===== src/design/mem_system_pkg.sv =====
`default_nettype none

package mem_system_pkg;

  typedef logic [31:0] addr_t;
  typedef logic [31:0] data_t;
  typedef logic [3:0]  strb_t;

  typedef enum logic [1:0] {
    CtrlRegs,
    L2Mem,
    BootRom,
    NoTarget
  } target_e;

  // Address map
  localparam addr_t CtrlBase = 32'h4000_0000;
  localparam addr_t CtrlEnd  = 32'h4000_FFFF;
  localparam addr_t L2Base   = 32'h8000_0000;
  localparam addr_t L2End    = 32'h9FFF_FFFF;
  localparam addr_t RomBase  = 32'hA000_0000;
  localparam addr_t RomEnd   = 32'hA000_FFFF;

  // Word offsets inside the 64 KiB control region
  localparam int unsigned CtrlOffWidth = 14;
  localparam logic [CtrlOffWidth-1:0] RegWakeUp = 14'd0;
  localparam logic [CtrlOffWidth-1:0] RegEoc    = 14'd1;
  localparam logic [CtrlOffWidth-1:0] RegCycles = 14'd2;

  typedef union packed {
    data_t raw;
    struct packed {
      logic [30:0] code;
      logic        valid;
    } fields;
  } eoc_word_u;

  localparam int unsigned RomWords = 16;

  localparam data_t BootImage [RomWords] = '{
    32'h0000_0297, 32'h0182_8293, 32'h0002_a283, 32'h0002_8067,
    32'hf140_2573, 32'h0000_0597, 32'h0245_8593, 32'h1050_0073,
    32'hffdf_f06f, 32'h0000_0013, 32'h0000_0013, 32'h0000_0013,
    32'h8000_0000, 32'h0000_0000, 32'hdead_beef, 32'hcafe_f00d
  };

endpackage

`default_nettype wire

===== src/design/run_timer.sv =====
`timescale 1ns/1ps
`default_nettype none

module run_timer (
  input  wire logic              clk_i,
  input  wire logic              rst_n_i,
  input  wire logic              start_i,
  input  wire logic              stop_i,
  output logic                   busy_o,
  output mem_system_pkg::data_t  cycles_o
);
  import mem_system_pkg::*;

  logic  busy_q;
  data_t count_q;

  always_ff @(posedge clk_i) begin
    if (!rst_n_i) begin
      busy_q  <= 1'b0;
      count_q <= '0;
    end else if (stop_i) begin
      // Stop wins over a start in the same cycle
      busy_q <= 1'b0;
    end else if (start_i) begin
      busy_q  <= 1'b1;
      count_q <= '0;
    end else if (busy_q && count_q != '1) begin
      count_q <= count_q + 32'd1;
    end
  end

  assign busy_o   = busy_q;
  assign cycles_o = count_q;

endmodule

`default_nettype wire


===== config.mk =====
export PLATFORM = sky130hd
export DESIGN_NAME = run_timer
export DESIGN_NICKNAME = d
export VERILOG_FILES = /design/src/design/mem_system_pkg.sv /design/src/design/run_timer.sv
export SDC_FILE = /design/constraint.sdc
export NUM_CORES = 1
export LEC_CHECK = 0
export CAP_MARGIN = 20
export CELL_PAD_IN_SITES_DETAIL_PLACEMENT = 0
export CELL_PAD_IN_SITES_GLOBAL_PLACEMENT = 2
export CORE_MARGIN = 4
export CORE_UTILIZATION = 36
export DETAILED_ROUTE_END_ITERATION = 8
export DONT_BUFFER_PORTS = 1
export GPL_TIMING_DRIVEN = 0
export HOLD_SLACK_MARGIN = 0.12
export PLACE_DENSITY = 0.86
export SETUP_SLACK_MARGIN = 0.3
export SLEW_MARGIN = 10
export SYNTH_ARGS = -nofsm -noshare
export SYNTH_HDL_FRONTEND = slang
export SYNTH_SLANG_ARGS = --single-unit

===== constraint.sdc =====
create_clock -name clk_i -period 2.97 [get_ports clk_i]
set_input_delay 0.594 -clock clk_i [delete_from_list [all_inputs] [get_ports clk_i]]
set_output_delay 0.594 -clock clk_i [all_outputs]
set_load 0.02 [all_outputs]

# Word level (Yosys, flattened, before mapping)
# Index checks and enable logic that the tools add are counted.
# totals
regBits	33
input_bits	4
output_inout_bits	33
word_cells	12
# classes
n_addsub	1
n_eq_ne	1
mux	2
n_bitwise	2
n_reduce_logical	4
# ops
cell	count
$mux W32	2
$add A32 B1 Y32 const B	1
$ne A32 B32 Y1 const B	1
$not A1 Y1	2
$reduce_and A2 Y1	1
$reduce_bool A2 Y1	1
$reduce_or A2 Y1	1
$logic_and A1 B1 Y1	1

# Longest topological paths before layout
# Gate-level depths: netlist of run 1.
# depth
word_depth	4
depth_mapped	8
ltp_nobuf	6

# Least setup slack after synthesis of run 1
# No wires, ideal clock.
# synth_timing
kind	reg2reg
startpoint	register count_q[0] (netlist: cycles_o[0])
endpoint	register count_q[5] (netlist: cycles_o[5])
setup_time_ns	0.117
arrival_time_ns	2.117
t_required_ns	2.853
slack_ns	0.736
path_stages_with_launch	7
n_path_buf	0
synth_period_minus_slack_ns	2.234
path_cell_list	dfxtp_1 > ha_1 > nand3_2 > or4_4 > or4_4 > a41oi_2 > nor2_1
# synth_via
elab_chain_cells	4
elab_cells_between_ends	7
classes_between	1 x add/sub; 1 x eq/ne; 2 x mux; 3 x reduce/logical
# synth_rtl
element	line_no	rtl
start: declaration	run_timer.sv:15	data_t count_q;
start signal: assignment	run_timer.sv:28	count_q <= count_q + 32'd1;
parallel branches: the longest is 4 deep, another holds $add A32 B1 Y32	n/a	
# Several ways; the timed one is not identified. The select of a mux whose other input is x is not followed.
# A chain may end at the register's enable or synchronous reset.

# Worst setup path in the final report of run 1
# layout_timing
startpoint	register count_q[1] (netlist: cycles_o[1])
endpoint	register count_q[0] (netlist: cycles_o[0])
# layout_via
elab_chain_cells	4
# layout_rtl
element	line_no	rtl
$ne A32 B32 Y1	run_timer.sv:27	end else if (busy_q && count_q != '1) begin
$logic_and A1 B1 Y1	run_timer.sv:27	
$reduce_bool A2 Y1 (no source line)	n/a	
$reduce_and A2 Y1 (no source line)	n/a	
# No other way between the ends.

==> flow_metrics.tcl, run 1 <==
set metrics [dict create \
    fin_util_pct 41.5 \
    clk_latency_ns 0.29 \
    skew_ns 0.00556 \
    multiInputGateArea_um2 1230 \
    cp-end-kind "flip-flop" \
    crit_path_frequent_cell "buf_6" \
    firstDrtPassIters 5 \
    dpl_cell_area_um2 2060 \
    cts_sinks 33 \
    grt_pass1_vias 1920 \
    post-route-period-util_pct 86.2 \
    startpoint_type "flip-flop" \
    cts.repair.resized 0 \
    p_leak_nw 0.647 \
    rows 26 \
    max_cap_viol_count 0 \
    synth_top_area_share_pct 33.5 \
    setup_slack_ns 0.411 \
    ys_seq_area_share_pct 33.5 \
    place_ws_ns 0.413 \
    nNetsFinal 260 \
    tightest_slew_ns 0.812 \
    fill_cells 582 \
    power_frac_clock_pct 43.8 \
    pwr-share-comb_pct 6.0 \
    syn_nets 253 \
    switchingPower_uw 229 \
    cts_tree "done" \
    drv_slew 0 \
    dp_hpwl_mm 4.35 \
    p_int_uw 665 \
    regToRegSetupSlack_ns 0.41 \
    crit_fanout 10 \
    synth_common_cells "dfxtp_1 (33), nand2_1 (25), nand3_1 (20)" \
    min-delay-start "rst_n_i" \
    synth_area_per_cell_um2 7.95 \
    hold_viol 0 \
    drive_above_1_share_pct 10.5 \
    reg2reg_depth 8 \
    dieArea_um2 6720 \
    criticalPathCategory "flip-flop to flip-flop" \
    syn_inst 248 \
    vias_per_cell 6.21 \
    min_period_ns 2.56 \
    syn_to_final_growth_pct 9.65 \
    ys.flop_type "dfxtp_1" \
    yosysUniqueCellTypes 51 \
    required_ns 3.18 \
    grt_first_pass_wirelength_mm 10.1 \
    ys_top_cells_by_area "dfxtp_1 (34%), nand3_1 (5.1%), nand2_1 (4.8%)" \
    post-cts-setup-buffer-count 0 \
    avgRoutedWirePerCell_um 18.9 \
    whs_endpoint "cycles_o[18]" \
    seq_area_um2 662 \
    timing.rr.end "cycles_o[0]" \
    n_antenna_cell 0 \
    p_total_uw 894 \
    fin_area_um2 2160 \
    grtUsageTotal_pct 19.8 \
    port_buffers 0 \
    wl_mm 6.18 \
    setup_tns_ns 0 \
    async_flop_share_pct 0 \
    ios 37 \
    ys_warn_count 0 \
    power.density_nw_per_um2 414 \
    die_x_um 82.0 \
    drt_iter0_markers 162 \
    start_util_pct 37.9 \
    die_y_um 82.0 \
    drtAntennaViolNets 0 \
    critPathSlowestCell "dfxtp_1" \
    synth_edf_count 0 \
    ir_drop_mv 0.162 \
    cts-root-buf "clkbuf_8" \
    slowest_delay_ns 0.54 \
    postCtsHoldBufs 0 \
    swShare_pct 25.7 \
    yosys.cell_count.top_type "dfxtp_1" \
    num_vias 2026 \
    share_seq_of_total_power_pct 50.2 \
    grt_max_degree 11 \
    synth_top_area_cell "dfxtp_1" \
    netlist_area_um2 1970 \
    core-area_um2 5200 \
    ys_seq_elements 33 \
    numCtsBuffers 5 \
    path_clk_slew_ns 0.08 \
    gr-total-overflow 0 \
    min_path_type "input pin to flip-flop" \
    place_congestion 0.778 \
    status "complete, no violations" \
    antenna_found_initial 0 \
    worst_r2r_startpoint "cycles_o[1]" \
    fmax_mhz 391 \
    max_slew_margin_pct 45.3 \
    rsz0062_at_grt "no" \
    ctsHtreeMaxLevel 2 \
    crit_chain "ha_1, nand3_2, or4_4, nor4_4, buf_6, buf_6, o21ai_1, a21oi_1" \
    cts_buffer_depth 2 \
    setup_viol 0 \
    min_path_cells 2 \
    drc_errors 0 \
    cp.arrival_ns 2.77 \
]
==> cells by family after synthesis <==
logic type / count (synthesis) / synth area share (%)
buffers and inverters: 17 / 4.25
and+or+nand+nor: 125 / 35.8
muxes: 5 / 2.54
DFF: 33 / 33.5
adders and majority gates: 1 / 0.635
AOI/OAI and AO/OA: 66 / 22.8
xor gates and xnor gates: 1 / 0.445
==> power groups by stage <==
stage	registers (mW)	clock network (mW)	logic, mW
2_1_floorplan	0.458	0	0.0337
3_3_place_gp	0.459	0	0.0523
3_5_place_dp	0.459	0	0.0522
4_1_cts	0.448	0.398	0.0525
5_1_grt	0.449	0.417	0.0582
6_report	0.449	0.392	0.0536
==> layout make-up <==
cell class              count  area share, %
plain buffers              11           2.84
clock buffers               7           4.46
clock inverters             1          0.232
inverters                   6           1.04
multi-input cells         198           56.7
flip-flops and latches     33           30.6
well taps                  70           4.05
==> flip-flops by register name (all words and copies together), names as in the netlist <==
register and flops:
busy_o 1, cycles_o 32
==> cell usage in the layout, fill, tap and decap left out, drive strengths merged, types with 6 or more instances in the layout <==
cell type / instances
nor4: 9
nor3: 13
or4: 8
nand3: 22
o31ai: 6
nand4: 10
nand2: 25
nor2: 20
o21ai: 13
o211ai: 8
a21oi: 13
clkbuf: 14
dfxtp: 33
==> routing by layer <==
layer  wire length, µm  vias up  track usage, %
li1                  -      983               -
met1              2920      952            28.0
met2              2690       81            28.8
met3               486       10            5.59
met4                80        0            6.15
met5                 0        -               0
==> worst max-delay path, delay by kind of cell, from the launching register on <==
| family | cells | cell delay (ns) |
|---|---|---|
| fa+ha+maj | 1 | 0.28 |
| compound gates | 2 | 0.20 |
| flops | 1 | 0.54 |
| simple gates | 3 | 1.07 |
| buf+inv | 2 | 0.38 |
==> per-stage QoR <==
step | cells | hold slack [ns]
after floorplan | 248 | 0.563
after global placement | 318 | 0.586
after detailed placement | 318 | 0.588
after CTS | 326 | 0.549
after global routing | 326 | 0.554
final | 326 | 0.560
==> worst max path at each step <==
stage                     cells after the start   startpoint     endpoint  slack [ns]
after global routing                          8  cycles_o[1]  cycles_o[0]        0.30
after CTS                                     8  cycles_o[0]  cycles_o[0]        0.40
final                                         8  cycles_o[1]  cycles_o[0]        0.41
after floorplan                               6  cycles_o[0]  cycles_o[5]        0.74
after global placement                        8  cycles_o[0]  cycles_o[0]        0.42
after detailed placement                      8  cycles_o[0]  cycles_o[0]        0.41
Power figures use the tool's default switching activity.
==> run 2: changes to the inputs <==
Settings changed: CORE_MARGIN 4 to not set, CORE_UTILIZATION 36 to 39, PLACE_DENSITY 0.86 to 0.91.
Clock period 2.97 ns to 3 ns, I/O delays scaled along.
==> flow_metrics.tcl, run 2 (synthesis gave the netlist of run 1 again) <==
set metrics [dict create \
    status "complete, no violations" \
    syn_to_final_growth_pct 8.32 \
    grtUsageTotal_pct 23.8 \
    dieArea_um2 5340 \
    gr-total-overflow 0 \
    cts_tree "done" \
    drv_slew 0 \
    ios 37 \
    crit_family "simple AND/OR/NAND/NOR gates" \
    slowest_delay_ns 0.55 \
    max_slew_margin_pct 41.3 \
    cts_sinks 33 \
    tightest_slew_ns 0.872 \
    path_clk_slew_ns 0.07 \
    crit_fanout 10 \
    skew_ns 0.0101 \
    required_ns 3.21 \
    post-route-period-util_pct 83.7 \
    numCtsBuffers 5 \
    core-area_um2 4790 \
    rows 25 \
    power.density_nw_per_um2 386 \
    num_vias 1973 \
    antenna_found_initial 0 \
    grt_max_degree 11 \
    drive_above_1_share_pct 8.98 \
    largest_reg_flops 32 \
    vias_per_cell 6.11 \
    cts.repair.resized 0 \
    crit_chain "ha_1, nand3_2, or4_4, nor4_4, buf_6, buf_6, o21ai_1, a21oi_1" \
    clk_latency_ns 0.29 \
    nNetsFinal 260 \
    grt_first_pass_wirelength_mm 9.67 \
    die_x_um 73.1 \
    die_y_um 73.1 \
    ctsHtreeMaxLevel 2 \
    firstDrtPassIters 4 \
    setup_tns_ns 0 \
    critPathSlowestCell "dfxtp_1" \
    setup_slack_ns 0.490 \
    wl_mm 5.81 \
    ir_drop_mv 0.168 \
    cp_num_buf_inv 2 \
    cp-end-kind "flip-flop" \
    hold_viol 0 \
    postCtsHoldBufs 0 \
    cp.arrival_ns 2.72 \
    setup_viol 0 \
    p_leak_nw 0.632 \
    place_congestion 0.779 \
    grt_pass1_vias 1899 \
    fmax_mhz 398 \
    crit_path_frequent_cell "buf_6" \
    startpoint_type "flip-flop" \
    dp_hpwl_mm 4.09 \
    final_common_cell "dfxtp_1" \
    n_antenna_cell 0 \
    drc_errors 0 \
    drtAntennaViolNets 0 \
    avgRoutedWirePerCell_um 18.0 \
    cts_buffer_depth 2 \
    fin_util_pct 44.6 \
    holdWs_ns 0.553 \
    layout_common_cells "dfxtp_1 (33), nand2_1 (25), nand3_1 (20), nor2_1 (19), a21oi_1 (13)" \
    drt_iter0_markers 190 \
    rsz0062_at_grt "no" \
    min_path_type "input pin to flip-flop" \
    post-cts-setup-buffer-count 0 \
    place_ws_ns 0.491 \
    port_buffers 0 \
    start_util_pct 41.2 \
    criticalPathCategory "flip-flop to flip-flop" \
    max_cap_viol_count 0 \
    cts-root-buf "clkbuf_8" \
    min_period_ns 2.51 \
]
## run 2: stage by stage
step           std cells  total power, mW  instance area, µm²
2_1_floorplan        248            0.487                1970
6_report             323            0.825                2130
3_5_place_dp         315            0.505                2050
5_1_grt              323            0.855                2130
4_1_cts              323            0.831                2130
3_3_place_gp         315            0.506                2050
## run 2: area by class of cell
type / count / area (µm²)
buffer: 11 / 61.3
multi-input combinational: 198 / 1230
tap: 67 / 83.8
fill: 501 / 2650
sequential: 33 / 661
inverter: 6 / 22.5
clock buffer: 8 / 80.1
## run 2: path summary, 6_finish.rpt
| path | startpoint | end | slack, ns | cells past startpoint |
|---|---|---|---|---|
| setup / recovery | cycles_o[0] | cycles_o[0] | 0.49 | 8 |
| hold / removal | rst_n_i | cycles_o[17] | 0.55 | 3 |
| setup reg to reg | cycles_o[0] | cycles_o[0] | 0.49 | 8 |
| hold reg to reg | cycles_o[27] | cycles_o[27] | 0.60 | 2 |
## run 2: worst reg2reg max path, cell delays in order (launching register included)
cell	delay (ns)
dfxtp_1	0.55
ha_1	0.27
nand3_2	0.14
or4_4	0.51
nor4_4	0.40
buf_6	0.21
buf_6	0.16
o21ai_1	0.07
a21oi_1	0.13
## run 2: report_power, final
group	leakage [nW]	internal, mW	switching [mW]
combinational	0.327	0.0106	0.0407
clock	0.0395	0.165	0.165
sequential	0.266	0.440	0.00446
total	0.632	0.615	0.210
## run 2: metal layers
metal | vias up | GRT usage, % | share of wire [%]
li1 | 977 | - | -
met1 | 941 | 34.7 | 49
met2 | 48 | 35.4 | 43
met3 | 7 | 5.11 | 6.1
met4 | 0 | 5.88 | 1.1
met5 | - | 0 | 0
==> run 3: changes to the inputs <==
Settings changed: CORE_UTILIZATION 39 to 36, PLACE_DENSITY 0.91 to 0.86.
Clock period 3 ns to 2.6 ns, I/O delays scaled along.
==> flow_metrics.tcl, run 3 (synthesis gave the netlist of run 1 again) <==
set metrics [dict create \
    cts-root-buf "clkbuf_8" \
    ctsHtreeMaxLevel 2 \
    grtUsageTotal_pct 21.9 \
    whs_endpoint "cycles_o[17]" \
    grt_pass1_vias 1902 \
    startpoint_type "flip-flop" \
    crit_fanout 7 \
    setup_viol 0 \
    layout_common_cells "nand2_1 (25), nand3_1 (19), nor2_1 (19), dfxtp_2 (18), a21oi_1 (13)" \
    ir_drop_mv 0.173 \
    regToRegSetupSlack_ns 0.36 \
    cp-end-kind "flip-flop" \
    cp.arrival_ns 2.42 \
    num_vias 2008 \
    min_path_cells 3 \
    reg2reg_depth 6 \
    critPathSlowestCell "or4_4" \
    vias_per_cell 6.10 \
    drt_iter0_markers 182 \
    tightest_slew_ns 0.850 \
    min-delay-start "rst_n_i" \
    ios 37 \
    met3_wirelength_um 434 \
    criticalPathCategory "flip-flop to flip-flop" \
    gr-total-overflow 0 \
    top_layer_used "met4" \
    path_clk_slew_ns 0.07 \
    avgRoutedWirePerCell_um 19.1 \
    max_cap_viol_count 0 \
    rsz0062_at_grt "yes" \
    fmax_mhz 446 \
    final_common_cell "nand2_1" \
    cts_tree "done" \
    place_congestion 0.785 \
    largest_reg_flops 32 \
    status "complete, no violations" \
    slowest_delay_ns 0.60 \
    syn_to_final_growth_pct 15.4 \
    post-route-period-util_pct 86.2 \
    skew_ns 0.00695 \
    nNetsFinal 264 \
    die_y_um 76.0 \
    drc_errors 0 \
    clk_latency_ns 0.29 \
    start_util_pct 37.9 \
    drv_slew 0 \
    setup_tns_ns 0 \
    drtAntennaViolNets 0 \
    firstDrtPassIters 4 \
    dpl_cell_area_um2 2060 \
    dp_hpwl_mm 4.25 \
    required_ns 2.78 \
    crit_chain "ha_2, nand3_4, or4_4, or4_4, a41oi_2, nor2_1" \
    n_antenna_cell 0 \
    p_leak_nw 0.698 \
    timing.rr.end "cycles_o[5]" \
    min_period_ns 2.24 \
    numCtsBuffers 5 \
    dieArea_um2 5770 \
    port_buffers 0 \
    max_slew_margin_pct 42.7 \
    met2WireLength_mm 2.74 \
    drive_above_1_share_pct 23.2 \
    wl_met1_mm 3.04 \
    rows 26 \
    min_path_type "input pin to flip-flop" \
    postCtsHoldBufs 0 \
    grt_max_degree 11 \
    antenna_found_initial 0 \
    grt_first_pass_wirelength_mm 10.0 \
    cts_buffer_depth 2 \
    worst_r2r_startpoint "cycles_o[0]" \
    wl_mm 6.27 \
    core-area_um2 5200 \
    die_x_um 76.0 \
    crit_path_frequent_cell "or4_4" \
    cts_sinks 33 \
    fin_area_um2 2270 \
    power.density_nw_per_um2 426 \
    holdWs_ns 0.481 \
    hold_viol 0 \
]
[run 3: cell count changes in the layout (fill, tap and decap cells not counted), moves of 2 or more]
cell / delta
dfxtp_1: -27
dfxtp_4: +9
clkbuf_1: -4
buf_4: +2
clkbuf_2: +2
dfxtp_2: +18
[run 3: how the worst max path moves through the flow]
| stage | cells after the start | slack, ns | to | startpoint |
|---|---|---|---|---|
| CTS | 5 | 0.30 | cycles_o[5] | cycles_o[3] |
| finish | 6 | 0.36 | cycles_o[5] | cycles_o[0] |
| floorplan | 6 | 0.37 | cycles_o[5] | cycles_o[0] |
| global placement | 8 | 0.06 | cycles_o[0] | cycles_o[0] |
| detailed placement | 8 | 0.06 | cycles_o[0] | cycles_o[0] |
| global route | 5 | 0.29 | cycles_o[25] | cycles_o[18] |
[run 3: critical path: cells and delay by family (launching register included)]
| kind | cells | cell delay, ns |
|---|---|---|
| simple gates | 4 | 1.28 |
| compound gates | 1 | 0.20 |
| flops | 1 | 0.42 |
| fa+ha+maj | 1 | 0.24 |
[run 3: final cells by class]
type / instances / area, µm²
plain buffers: 11 / 63.8
multi-input cells: 198 / 1260
fillers: 568 / 2930
clock buffers: 7 / 86.3
flip-flops and latches: 33 / 717
well taps: 70 / 87.6
repair buffers: 4 / 40.0
inverters: 6 / 22.5
[run 3: power by group]
group	switching, mW	internal, mW
clock network	0.195	0.210
registers	0.00543	0.498
logic	0.0480	0.0129
total	0.248	0.722
[run 3: layer usage]
layer	vias up	GRT usage, %
li1	986	-
met1	952	29.9
met2	65	33.5
met3	5	5.99
met4	0	6.73
met5	-	0
[run 3: metrics by stage]
step,worst slack [ns],std cells,utilization (%),total power [mW]
floorplan,0.366,248,-,0.562
global placement,0.0589,318,39.5,0.584
detailed placement,0.0637,318,39.5,0.584
CTS,0.302,326,41.9,0.990
global route,0.294,329,43.7,1.01
finish,0.360,329,43.7,0.970
[run 3: timing repair]
action	4_1_cts	5_1_grt
setup buffers	1	2
cloned	0	1
resized for setup	19	26
endpoints found under the setup margin	32	29
pin swaps	1	0
